<file path="src/csr_pkg.sv">
////////////////////////////////////////
// machine CSR constants, enums, views
////////////////////////////////////////

package csr_pkg;

	localparam int DATA_W     = 32;	// csr data width
	localparam int CSR_ADDR_W = 12;	// csr address width

	// csr addresses
	localparam logic [CSR_ADDR_W-1:0] MVENDORID_ADDR       = 12'hF11;
	localparam logic [CSR_ADDR_W-1:0] MARCHID_ADDR         = 12'hF12;
	localparam logic [CSR_ADDR_W-1:0] MIMPID_ADDR          = 12'hF13;
	localparam logic [CSR_ADDR_W-1:0] MHARTID_ADDR         = 12'hF14;
	localparam logic [CSR_ADDR_W-1:0] MSTATUS_ADDR         = 12'h300;
	localparam logic [CSR_ADDR_W-1:0] MISA_ADDR            = 12'h301;
	localparam logic [CSR_ADDR_W-1:0] MEDELEG_ADDR         = 12'h302;
	localparam logic [CSR_ADDR_W-1:0] MIDELEG_ADDR         = 12'h303;
	localparam logic [CSR_ADDR_W-1:0] MIE_ADDR             = 12'h304;
	localparam logic [CSR_ADDR_W-1:0] MTVEC_ADDR           = 12'h305;
	localparam logic [CSR_ADDR_W-1:0] STVEC_ADDR           = 12'h105;
	localparam logic [CSR_ADDR_W-1:0] SATP_ADDR            = 12'h180;
	localparam logic [CSR_ADDR_W-1:0] MIP_ADDR             = 12'h344;
	localparam logic [CSR_ADDR_W-1:0] PMPCFG0_ADDR         = 12'h3A0;
	localparam logic [CSR_ADDR_W-1:0] PMPADDR0_ADDR        = 12'h3B0;
	localparam logic [CSR_ADDR_W-1:0] TCM_CTRL_ADDR        = 12'hBC0;
	localparam logic [CSR_ADDR_W-1:0] DTCM_START_ADDR_ADDR = 12'hBC1;

	localparam logic [25:0]       MISA_RESET       = 26'h000_0100;	// I extension
	localparam logic [DATA_W-1:0] MIMPID_VALUE     = 32'h1000_0000;
	localparam logic [DATA_W-1:0] VECTOR_ENTRY     = 32'h0000_0100;	// mtvec base after reset
	localparam logic [DATA_W-1:0] DTCM_START_RESET = 32'h0001_0000;

	// bit positions
	localparam int MIE_BIT  = 3;	// mstatus
	localparam int MPIE_BIT = 7;
	localparam int MEIE_BIT = 11;	// mie
	localparam int MTIE_BIT = 7;
	localparam int MEIP_BIT = 11;	// mip
	localparam int MTIP_BIT = 7;

	// decoded register id, CSR_NONE for unmapped addresses
	typedef enum logic [4:0] {
		CSR_NONE,
		CSR_MVENDORID,
		CSR_MARCHID,
		CSR_MIMPID,
		CSR_MHARTID,
		CSR_MSTATUS,
		CSR_MISA,
		CSR_MIE,
		CSR_MTVEC,
		CSR_MIP,
		CSR_TCM_CTRL,
		CSR_DTCM_START,
		CSR_DUMMY	// stvec satp pmp deleg, read zero
	} csr_id_e;

	typedef enum logic [1:0] {
		OP_WRITE,
		OP_SET,
		OP_CLEAR
	} csr_op_e;

	typedef struct packed {
		logic mstatus_mie;
		logic mstatus_mpie;
		logic meie;
		logic mtie;
	} status_view_t;

	typedef struct packed {
		logic [25:0]       misa_ext;
		logic [1:0]        mtvec_mode;
		logic [DATA_W-1:0] mtvec_base;
		logic              dtcm_en;
		logic [DATA_W-1:0] dtcm_start_addr;
	} config_view_t;

	// new register image for write / set / clear
	function automatic logic [DATA_W-1:0] csr_update(
		input csr_op_e           op,
		input logic [DATA_W-1:0] cur,
		input logic [DATA_W-1:0] wdata
	);
		case (op)
			OP_SET:   return cur | wdata;
			OP_CLEAR: return cur & ~wdata;
			default:  return wdata;	// plain write
		endcase
	endfunction

endpackage

</file>
<file path="src/csr_access_if.sv">
////////////////////////////////////////
// decoded csr access bundle
////////////////////////////////////////

`timescale 1ns/1ps

interface csr_access_if;

	csr_pkg::csr_id_e            csr_id;	// decoded register
	csr_pkg::csr_op_e            op;	// write / set / clear
	logic                        wr_en;	// one cycle write strobe
	logic                        rd_en;	// qualifies read data this cycle
	logic [csr_pkg::DATA_W-1:0]  wdata;

	modport decoder (
		output csr_id,
		output op,
		output wr_en,
		output rd_en,
		output wdata
	);

	// register groups
	modport regs (
		input csr_id,
		input op,
		input wr_en,
		input wdata
	);

	modport reader (
		input csr_id,
		input rd_en
	);

endinterface

</file>
<file path="src/csr_access_decode.sv">
////////////////////////////////////////
// csr address decode, access check
////////////////////////////////////////

`timescale 1ns/1ps

module csr_access_decode (
	input  logic [csr_pkg::CSR_ADDR_W-1:0] csr_addr,	// csr access address
	input  logic [csr_pkg::DATA_W-1:0]     instr_dec,	// instruction in decode
	input  logic                           csr_rd,	// read request
	input  logic                           csr_wr,	// write request
	input  logic                           csr_rd_valid,
	input  logic                           csr_wr_valid,
	input  logic                           csr_set,
	input  logic                           csr_clr,
	input  logic [csr_pkg::DATA_W-1:0]     write_data,
	output logic                           illegal_access,
	output logic [csr_pkg::DATA_W-1:0]     illegal_instr,
	csr_access_if.decoder                  acc
);

	csr_pkg::csr_id_e id;
	logic id_ro;	// read-only id register
	logic id_wr;	// backed by a writable register

	always_comb
	begin
		case (csr_addr)
			csr_pkg::MVENDORID_ADDR:       id = csr_pkg::CSR_MVENDORID;
			csr_pkg::MARCHID_ADDR:         id = csr_pkg::CSR_MARCHID;
			csr_pkg::MIMPID_ADDR:          id = csr_pkg::CSR_MIMPID;
			csr_pkg::MHARTID_ADDR:         id = csr_pkg::CSR_MHARTID;
			csr_pkg::MSTATUS_ADDR:         id = csr_pkg::CSR_MSTATUS;
			csr_pkg::MISA_ADDR:            id = csr_pkg::CSR_MISA;
			csr_pkg::MIE_ADDR:             id = csr_pkg::CSR_MIE;
			csr_pkg::MTVEC_ADDR:           id = csr_pkg::CSR_MTVEC;
			csr_pkg::MIP_ADDR:             id = csr_pkg::CSR_MIP;
			csr_pkg::TCM_CTRL_ADDR:        id = csr_pkg::CSR_TCM_CTRL;
			csr_pkg::DTCM_START_ADDR_ADDR: id = csr_pkg::CSR_DTCM_START;
			csr_pkg::STVEC_ADDR, csr_pkg::SATP_ADDR,
			csr_pkg::PMPCFG0_ADDR, csr_pkg::PMPADDR0_ADDR,
			csr_pkg::MEDELEG_ADDR, csr_pkg::MIDELEG_ADDR:
				id = csr_pkg::CSR_DUMMY;	// legal, nothing behind it
			default:                       id = csr_pkg::CSR_NONE;
		endcase
	end

	assign id_ro = id inside {csr_pkg::CSR_MVENDORID, csr_pkg::CSR_MARCHID,
		csr_pkg::CSR_MIMPID, csr_pkg::CSR_MHARTID};
	assign id_wr = id inside {csr_pkg::CSR_MSTATUS, csr_pkg::CSR_MISA, csr_pkg::CSR_MIE,
		csr_pkg::CSR_MTVEC, csr_pkg::CSR_TCM_CTRL, csr_pkg::CSR_DTCM_START};

	// unmapped access, or write to an id register
	assign illegal_access = ((csr_rd | csr_wr) & (id == csr_pkg::CSR_NONE)) | (csr_wr & id_ro);
	assign illegal_instr  = illegal_access ? instr_dec : '0;	// report offending instr

	assign acc.csr_id = id;
	assign acc.op     = csr_set ? csr_pkg::OP_SET :
		(csr_clr ? csr_pkg::OP_CLEAR : csr_pkg::OP_WRITE);
	assign acc.wr_en  = csr_wr_valid & id_wr;	// mip and dummies drop the write
	assign acc.rd_en  = csr_rd_valid;
	assign acc.wdata  = write_data;

	// set and clear are exclusive forms of one instruction
	always_comb
	begin
		if (csr_wr_valid)
			assert (!(csr_set && csr_clr))
				else $error("csr_set and csr_clr both high on a valid write");
	end

endmodule

</file>
<file path="src/csr_status_regs.sv">
////////////////////////////////////////
// mstatus mie/mpie, trap flag, mie bits
////////////////////////////////////////

`timescale 1ns/1ps

module csr_status_regs (
	input  logic                  cpu_clk,
	input  logic                  cpu_rstn,
	input  logic                  trap_taken,	// interrupt entry pulse
	input  logic                  mret,	// return from trap
	csr_access_if.regs            acc,
	output csr_pkg::status_view_t status
);

	logic                       int_entry;	// current trap was an interrupt
	logic [csr_pkg::DATA_W-1:0] cur_img;	// image of the addressed register
	logic [csr_pkg::DATA_W-1:0] new_img;
	logic                       mstatus_wr;
	logic                       mie_wr;

	// rebuild 32-bit image so set/clear work on real bit positions
	always_comb
	begin
		cur_img = '0;
		if (acc.csr_id == csr_pkg::CSR_MSTATUS)
		begin
			cur_img[csr_pkg::MIE_BIT]  = status.mstatus_mie;
			cur_img[csr_pkg::MPIE_BIT] = status.mstatus_mpie;
		end
		else
		begin
			cur_img[csr_pkg::MEIE_BIT] = status.meie;
			cur_img[csr_pkg::MTIE_BIT] = status.mtie;
		end
		new_img = csr_pkg::csr_update(acc.op, cur_img, acc.wdata);
	end

	assign mstatus_wr = acc.wr_en & (acc.csr_id == csr_pkg::CSR_MSTATUS);
	assign mie_wr     = acc.wr_en & (acc.csr_id == csr_pkg::CSR_MIE);

	always_ff @(posedge cpu_clk or negedge cpu_rstn)
	begin
		if (!cpu_rstn)
		begin
			int_entry           <= 1'b0;
			status.mstatus_mie  <= 1'b0;	// interrupts off out of reset
			status.mstatus_mpie <= 1'b0;
			status.meie         <= 1'b1;
			status.mtie         <= 1'b1;
		end
		else
		begin
			if (mret)
				int_entry <= 1'b0;
			else if (trap_taken)
				int_entry <= 1'b1;

			// mret beats trap entry beats csr write
			if (mret && int_entry)
			begin
				status.mstatus_mie  <= status.mstatus_mpie;
				status.mstatus_mpie <= 1'b1;
			end
			else if (trap_taken)
			begin
				status.mstatus_mpie <= status.mstatus_mie;	// stack old enable
				status.mstatus_mie  <= 1'b0;
			end
			else if (mstatus_wr)
			begin
				status.mstatus_mie  <= new_img[csr_pkg::MIE_BIT];
				status.mstatus_mpie <= new_img[csr_pkg::MPIE_BIT];
			end

			if (mie_wr)
			begin
				status.meie <= new_img[csr_pkg::MEIE_BIT];
				status.mtie <= new_img[csr_pkg::MTIE_BIT];
			end
		end
	end

	// trap entry and return come from different pipeline events
	a_trap_mret_excl: assert property (@(posedge cpu_clk) disable iff (!cpu_rstn)
		!(trap_taken && mret))
		else $error("trap_taken and mret high together");

endmodule

</file>
<file path="src/csr_config_regs.sv">
////////////////////////////////////////
// misa, mtvec, tcm_ctrl, dtcm start
////////////////////////////////////////

`timescale 1ns/1ps

module csr_config_regs (
	input  logic                  cpu_clk,
	input  logic                  cpu_rstn,
	csr_access_if.regs            acc,
	output csr_pkg::config_view_t cfg
);

	logic [csr_pkg::DATA_W-1:0] cur_img;	// addressed register as read
	logic [csr_pkg::DATA_W-1:0] new_img;

	always_comb
	begin
		case (acc.csr_id)
			csr_pkg::CSR_MISA:       cur_img = {6'h0, cfg.misa_ext};
			csr_pkg::CSR_MTVEC:      cur_img = {cfg.mtvec_base[31:2], cfg.mtvec_mode};
			csr_pkg::CSR_TCM_CTRL:   cur_img = {31'h0, cfg.dtcm_en};
			csr_pkg::CSR_DTCM_START: cur_img = cfg.dtcm_start_addr;
			default:                 cur_img = '0;
		endcase
		new_img = csr_pkg::csr_update(acc.op, cur_img, acc.wdata);
	end

	always_ff @(posedge cpu_clk or negedge cpu_rstn)
	begin
		if (!cpu_rstn)
		begin
			cfg.misa_ext        <= csr_pkg::MISA_RESET;
			cfg.mtvec_mode      <= 2'h0;	// direct mode
			cfg.mtvec_base      <= csr_pkg::VECTOR_ENTRY;
			cfg.dtcm_en         <= 1'b1;	// dtcm on by default
			cfg.dtcm_start_addr <= csr_pkg::DTCM_START_RESET;
		end
		else if (acc.wr_en)
		begin
			case (acc.csr_id)
				csr_pkg::CSR_MISA:
					cfg.misa_ext <= new_img[25:0];
				csr_pkg::CSR_MTVEC:
				begin
					cfg.mtvec_mode <= new_img[1:0];
					cfg.mtvec_base <= {new_img[31:2], 2'b00};	// base is word aligned
				end
				csr_pkg::CSR_TCM_CTRL:
					cfg.dtcm_en <= new_img[0];
				csr_pkg::CSR_DTCM_START:
					cfg.dtcm_start_addr <= new_img;
				default:
					;	// status group or no register
			endcase
		end
	end

	// unknown write word would poison a register image
	a_wdata_known: assert property (@(posedge cpu_clk) disable iff (!cpu_rstn)
		acc.wr_en |-> !$isunknown(acc.wdata))
		else $error("write strobe with unknown write data");

endmodule

</file>
<file path="src/csr_read_mux.sv">
////////////////////////////////////////
// csr read data formatting
////////////////////////////////////////

`timescale 1ns/1ps

module csr_read_mux (
	csr_access_if.reader               acc,
	input  csr_pkg::status_view_t      status,
	input  csr_pkg::config_view_t      cfg,
	input  logic                       meip,	// external irq pending
	input  logic                       mtip,	// timer irq pending
	output logic [csr_pkg::DATA_W-1:0] read_data
);

	logic [csr_pkg::DATA_W-1:0] rdata;	// ungated word

	always_comb
	begin
		rdata = '0;
		case (acc.csr_id)
			csr_pkg::CSR_MISA:
				rdata = {2'h1, 4'h0, cfg.misa_ext};	// mxl=1, rv32
			csr_pkg::CSR_MIMPID:
				rdata = csr_pkg::MIMPID_VALUE;
			csr_pkg::CSR_MSTATUS:
			begin
				rdata[csr_pkg::MIE_BIT]  = status.mstatus_mie;
				rdata[csr_pkg::MPIE_BIT] = status.mstatus_mpie;
			end
			csr_pkg::CSR_MIE:
			begin
				rdata[csr_pkg::MEIE_BIT] = status.meie;
				rdata[csr_pkg::MTIE_BIT] = status.mtie;
			end
			csr_pkg::CSR_MIP:
			begin
				rdata[csr_pkg::MEIP_BIT] = meip;	// live pending levels
				rdata[csr_pkg::MTIP_BIT] = mtip;
			end
			csr_pkg::CSR_MTVEC:
				rdata = {cfg.mtvec_base[31:2], cfg.mtvec_mode};
			csr_pkg::CSR_TCM_CTRL:
				rdata[0] = cfg.dtcm_en;
			csr_pkg::CSR_DTCM_START:
				rdata = cfg.dtcm_start_addr;
			default:
				rdata = '0;	// vendor/arch/hart id, dummies, unmapped
		endcase
	end

	assign read_data = acc.rd_en ? rdata : '0;	// zero outside a valid read

endmodule

</file>
<file path="src/machine_csr_top.sv">
////////////////////////////////////////
// machine csr block top level
////////////////////////////////////////

`timescale 1ns/1ps

module machine_csr_top (
	input  logic                           cpu_clk,
	input  logic                           cpu_rstn,
	input  logic [csr_pkg::DATA_W-1:0]     instr_dec,
	input  logic [csr_pkg::CSR_ADDR_W-1:0] csr_addr,
	input  logic                           csr_rd,
	input  logic                           csr_wr,
	input  logic                           csr_rd_valid,
	input  logic                           csr_wr_valid,
	input  logic                           csr_set,
	input  logic                           csr_clr,
	input  logic [csr_pkg::DATA_W-1:0]     write_data,
	input  logic                           meip,
	input  logic                           mtip,
	input  logic                           trap_taken,
	input  logic                           mret,
	output logic [csr_pkg::DATA_W-1:0]     read_data,
	output logic                           illegal_access,
	output logic [csr_pkg::DATA_W-1:0]     illegal_instr,
	output logic                           meie,
	output logic                           mtie,
	output logic                           mstatus_mie,
	output logic [1:0]                     mtvec_mode,
	output logic [csr_pkg::DATA_W-1:0]     mtvec_base,
	output logic                           dtcm_en,	// to mem ctrl
	output logic [csr_pkg::DATA_W-1:0]     dtcm_start_addr
);

	csr_pkg::status_view_t status;
	csr_pkg::config_view_t cfg;

	csr_access_if acc ();	// decoded access, shared by all groups

	csr_access_decode u_decode (
		.csr_addr       (csr_addr),
		.instr_dec      (instr_dec),
		.csr_rd         (csr_rd),
		.csr_wr         (csr_wr),
		.csr_rd_valid   (csr_rd_valid),
		.csr_wr_valid   (csr_wr_valid),
		.csr_set        (csr_set),
		.csr_clr        (csr_clr),
		.write_data     (write_data),
		.illegal_access (illegal_access),
		.illegal_instr  (illegal_instr),
		.acc            (acc.decoder)
	);

	csr_status_regs u_status (
		.cpu_clk    (cpu_clk),
		.cpu_rstn   (cpu_rstn),
		.trap_taken (trap_taken),
		.mret       (mret),
		.acc        (acc.regs),
		.status     (status)
	);

	csr_config_regs u_config (
		.cpu_clk  (cpu_clk),
		.cpu_rstn (cpu_rstn),
		.acc      (acc.regs),
		.cfg      (cfg)
	);

	csr_read_mux u_read_mux (
		.acc       (acc.reader),
		.status    (status),
		.cfg       (cfg),
		.meip      (meip),
		.mtip      (mtip),
		.read_data (read_data)
	);

	// register views out to core and trap logic
	assign meie            = status.meie;
	assign mtie            = status.mtie;
	assign mstatus_mie     = status.mstatus_mie;
	assign mtvec_mode      = cfg.mtvec_mode;
	assign mtvec_base      = cfg.mtvec_base;
	assign dtcm_en         = cfg.dtcm_en;
	assign dtcm_start_addr = cfg.dtcm_start_addr;

endmodule

</file>
<file path="config.mk">
export PLATFORM = sky130hd
export DESIGN_NAME = machine_csr_top
export DESIGN_NICKNAME = d
export VERILOG_FILES = /design/src/csr_pkg.sv /design/src/csr_access_if.sv /design/src/csr_access_decode.sv /design/src/csr_status_regs.sv /design/src/csr_config_regs.sv /design/src/csr_read_mux.sv /design/src/machine_csr_top.sv
export SDC_FILE = /design/constraint.sdc
export NUM_CORES = 1
export LEC_CHECK = 0
export ABC_CLOCK_PERIOD_IN_PS = 3400
export BUFFER_PORTS_ARGS = -buffer_cell sky130_fd_sc_hd__buf_2
export CORE_MARGIN = 2
export CORE_UTILIZATION = 45
export CTS_CLUSTER_SIZE = 28
export DETAILED_ROUTE_END_ITERATION = 16
export PLACE_DENSITY = 0.69
export SLEW_MARGIN = 15
export SYNTH_ARGS = -nofsm -noshare
export SYNTH_HDL_FRONTEND = slang
export SYNTH_SLANG_ARGS = --single-unit
</file>
<file path="constraint.sdc">
create_clock -name cpu_clk -period 3.4 [get_ports cpu_clk]
set_input_delay 0.68 -clock cpu_clk [delete_from_list [all_inputs] [get_ports cpu_clk]]
set_output_delay 0.68 -clock cpu_clk [all_outputs]
set_load 0.05 [all_outputs]
</file>
# Word level (Yosys, flattened, before mapping)
# Index checks and enable logic that the tools add are counted.
# op_classes
n_eq_ne	30
muxes	24
reduce_logical	11
n_bitwise	12
# ops
cell	n
$pmux W32 S4	1
$eq A12 B10 Y1 const B	9
$pmux W20 S4	1
$eq A12 B12 Y1 const B	6
$mux W32	2
$pmux W32 S2	1
$pmux W4 S12	1
$and A32 B32 Y32	1
$not A32 Y32	1
$or A32 B32 Y32	1
$eq A12 B9 Y1 const B	2
$pmux W12 S2	1
$pmux W3 S3	2
$eq A4 B3 Y1 const B	4
$eq A4 B4 Y1 const B	4
$and A12 B12 Y12	1
$or A12 B12 Y12	1
$mux W2	5
$eq A4 B2 Y1 const B	2
$pmux W1 S4	2
$reduce_and A2 Y1	4
$pmux W1 S6	1
$pmux W2 S3	1
$reduce_bool A6 Y1	1
13 further kinds	22
# totals
register_bits	96
elab_cells	87
out_inout_bits	135

# Logic depth before layout (Yosys ltp)
# logic_depth
ltp_word	10
ltp_mapped	11
mapped_depth_nobuf	6

# By module
# From an unflattened synthesis, not the netlist that was laid out.
# unflattened
hier_cells	877
area_unflattened_um2	7041.8
# modules_own_cells
mod	cells_each	area_per_inst_um2	n_inst
csr_config_regs	535	4733.3	1
csr_access_decode	163	1059.8	1
csr_read_mux	137	847.1	1
csr_status_regs	42	401.6	1

# Worst setup path after synthesis
# No wires, ideal clock.
# synth_timing
path_kind	input to output
startpoint	in csr_addr[4] in the netlist's numbering
endpoint	out read_data[28] in the netlist's numbering
setup_slack_ns	-0.609
stages	9
t_arrival_ns	3.329
required_time_ns	2.720
path_cell_list	buf_6 -> nor4_1 -> clkbuf_8 -> and3_1 -> buf_4 -> buf_4 -> clkbuf_1 -> a22oi_1 -> o21ai_0
# synth_between
elab_chain_cells	6
# synth_lines
element	line_no	rtl
start, declared	machine_csr_top.sv:11	input logic [csr_pkg::CSR_ADDR_W-1:0] csr_addr,
$eq A12 B9 Y1 or $eq A12 B10 Y1 (tied branches)	csr_access_decode.sv:28	case (csr_addr)
$reduce_or A6 Y1	csr_access_decode.sv:28	
$pmux W4 S12 *	csr_access_decode.sv:28	
$eq A4 B4 Y1, or another cell as far along	csr_read_mux.sv:21	case (acc.csr_id)
$pmux W20 S4 *	csr_read_mux.sv:21	
$mux W32 *	csr_read_mux.sv:52	assign read_data = acc.rd_en ? rdata : '0;
end, declared	machine_csr_top.sv:23	output logic [csr_pkg::DATA_W-1:0] read_data,
# Mark *: on every way between the ends. The rest lies on a longest branch, timed or not.

# Final worst setup path
# layout_timing
startpoint	in csr_addr[1] in the netlist's numbering
endpoint	out read_data[21] in the netlist's numbering
# The elaborated chain is that of the path after synthesis.

==> impl_metrics.py <==
metrics = {
    "synthesis": {
        "synth_flop_cell": "dfrtp_1",
        "yosysWarnings": 0,
        "synth.cell_area_um2": 7240,
        "synth_top_area_share_pct": 31.1,
        "synth-seq-cells": 96,
        "synth_edf_count": 0,
        "synthArstFlopShare_pct": 100,
        "yosysTopAreaCell": "dfrtp_1",
        "syn_avg_cell_area_um2": 8.81,
        "yosysUniqueCellTypes": 78,
        "synth_area_leaders": "dfrtp_1 31%, buf_4 7.5%, and2_1 5.8%, nor2_1 4.8%, a21oi_1 3.9%",
        "syn_inst": 822,
        "ys_seq_area_share_pct": 33.3,
    },
    "grt": {
        "grt_pass1_vias": 6987,
        "grt_pass1_wl_um": 37700,
        "grt_max_degree": 81,
        "antenna_found_initial": 2,
        "grt_use_total_pct": 28.7,
        "grt_overflow_total": 0,
    },
    "floorplan": {
        "start_util_pct": 45.7,
        "core_um2": 15800,
        "die_area_um2": 17100,
        "fp-row-count": 46,
        "die_x_um": 131,
        "top_level_ports": 223,
        "die_h_um": 131,
    },
    "critical_path": {
        "worst_ep_required_time_ns": 2.72,
        "cp-endpoint": "read_data[21]",
        "path_cells": "buf_8, or4bb_4, o21bai_4, a22oi_2, mux2i_2, buf_4, a32oi_4, buf_12, buf_12, nor2_4, buf_8",
        "timing.rr.start": "u_config.cfg[68]",
        "startpoint_type": "input port",
        "r2r_setup_slack_ns": 1.67,
        "cp.arrival_ns": 2.74,
        "crit_type": "in -> out",
        "worst_path_largest_cell_delay_ns": 0.56,
        "reg2reg_to": "u_config.cfg[68]",
        "reg2regPathDepth": 6,
        "cp_slowest_cell": "or4bb_4",
        "crit_path_start": "csr_addr[1]",
        "crit_fanout": 5,
        "critPathCaptureType": "output pin",
    },
    "sta": {
        "slew_headroom_pct": 30.7,
        "tightest_slew_ns": 1.04,
        "fin_crit_sh_pct": 101,
        "setup_slack_ns": -0.0209,
        "finalHoldViolCount": 0,
        "period_needed_ns": 3.42,
        "setup_viol": 6,
        "fmax_ghz": 0.292,
        "setup_tns_ns": -0.0816,
        "rsz0062_at_grt": "yes",
        "drv_slew": 0,
        "clock-skew-final_ns": 0.00875,
        "whs_ns": 0.226,
    },
    "placed_design": {
        "place_congestion": 0.885,
        "port-buffer-count": 220,
        "dp_hpwl_um": 17700,
    },
    "final_layout": {
        "multi_input_area_um2": 4210,
        "nFillCells": 1344,
        "nNetsFinal": 1131,
        "layout_commonest_cell": "buf_2",
        "final_cell_mix": "163 x buf_2, 110 x buf_4, 90 x dfrtp_1",
        "area_growth_pct": 33.7,
        "regArea_um2": 2410,
        "drive_gt1_share_pct": 42.7,
    },
    "clock_tree": {
        "cts_tree": "built",
        "root_buffer": "clkbuf_16",
        "clk_pin_slew_worst_paths_ns": 0.07,
        "clock-sinks": 96,
        "insertion_delay_ns": 0.36,
        "htreeDepth": 3,
        "cts_buffers": 9,
        "clockBufferDepth": 2,
    },
    "route": {
        "first_pass_iters": 7,
        "vias_per_cell": 5.93,
        "routedWlPerCell_um": 20.1,
        "wl_um": 25400,
        "drt_iter0_drc": 621,
        "detail-route-antenna-nets": 0,
        "vias": 7508,
        "drc": 0,
    },
    "power": {
        "power.density_nw_per_um2": 280,
        "p_total_mw": 2.71,
        "p_leak_nw": 4.40,
        "vdd_ir_drop_max_mv": 0.306,
    },
    "job": {
        "maxCapViolCount": 0,
    },
    "hold_path": {
        "hold_class": "in -> async",
    },
    "outcome": {
        "violations": "setup timing",
        "status": "finished with violations",
    },
}
## cell usage after synthesis, types with 14 or more instances
library cell	count
a221o_1	25
buf_4	72
a21oi_1	57
nor3b_1	14
dfrtp_1	90
and2_1	67
buf_2	14
o21ai_0	17
clkbuf_1	22
or3_1	18
a31oi_1	27
o21a_1	23
nor2_1	92
o31ai_1	19
nand2_1	34
## flip-flops by register name (all words and copies together), names as in the netlist
name                cells
u_status.int_entry      1
u_config.cfg           91
u_status.status         4
## cell type report
| cell class | instances | share of cell area, % |
|---|---|---|
| Clock inverter | 4 | 0.543 |
| Timing Repair Buffer | 337 | 25.3 |
| Tap cell | 216 | 2.79 |
| Inverter | 6 | 0.233 |
| Multi-Input combinational cell | 593 | 43.5 |
| Clock buffer | 12 | 2.65 |
| Sequential cell | 96 | 24.9 |
| Antenna cell | 2 | 0.0517 |
## how the worst min path moves through the flow
stage,cells past startpoint,end
finish,1,u_config.cfg[47]
global route,1,u_config.cfg[47]
CTS,2,u_status.int_entry
detailed placement,1,u_config.cfg[91]
global placement,1,u_config.cfg[91]
floorplan,0,u_config.cfg[0]
## layer usage
metal	global-route usage (%)	vias up	routed length, µm
met5	0	-	0
met4	9.14	0	546
met3	5.90	36	1840
met2	49.4	381	12700
met1	36.3	3644	10400
li1	-	3447	-
## cell families (layout without fill, tap and decap cells)
group           Yosys count  count (layout)  synth area share, %
flops                    96              96                 33.3
mux                      13              13                 1.80
compound gates          264             264                 27.1
simple gates            303             303                 23.4
xor+xnor                 11              11                 1.33
other cells               1               4               0.0518
buf+inv                 134             359                 13.0
## stage by stage
step           util [%]  instances  setup slack [ns]  cell area (µm²)
2_1_floorplan         -        823            -0.234             7390
3_3_place_gp       55.4       1238           -0.0133             8770
3_5_place_dp       55.4       1238           -0.0332             8770
4_1_cts            59.3       1262           -0.0112             9390
5_1_grt            61.2       1266           -0.0661             9680
6_report           61.2       1266           -0.0209             9680
## worst max-delay path, delay by kind of cell
family	cells	cell delay [ns]
buf+inv	5	0.75
simple gates	2	0.60
compound gates	3	0.52
mux	1	0.19
## timing repair
action,CTS,global route
hold buffers,0,0
setup buffers,6,2
resized for setup,59,92
setup endpoints to repair,20,63
pin swaps,9,17
cloned,2,0
## power by group
group | switching [mW] | total, mW | leakage, nW | internal, mW
sequential | 0.00706 | 1.16 | 1.32 | 1.15
clock | 0.470 | 1.08 | 0.153 | 0.613
combinational | 0.309 | 0.473 | 2.94 | 0.164
total | 0.786 | 2.71 | 4.40 | 1.93
Power figures use the tool's default switching activity.
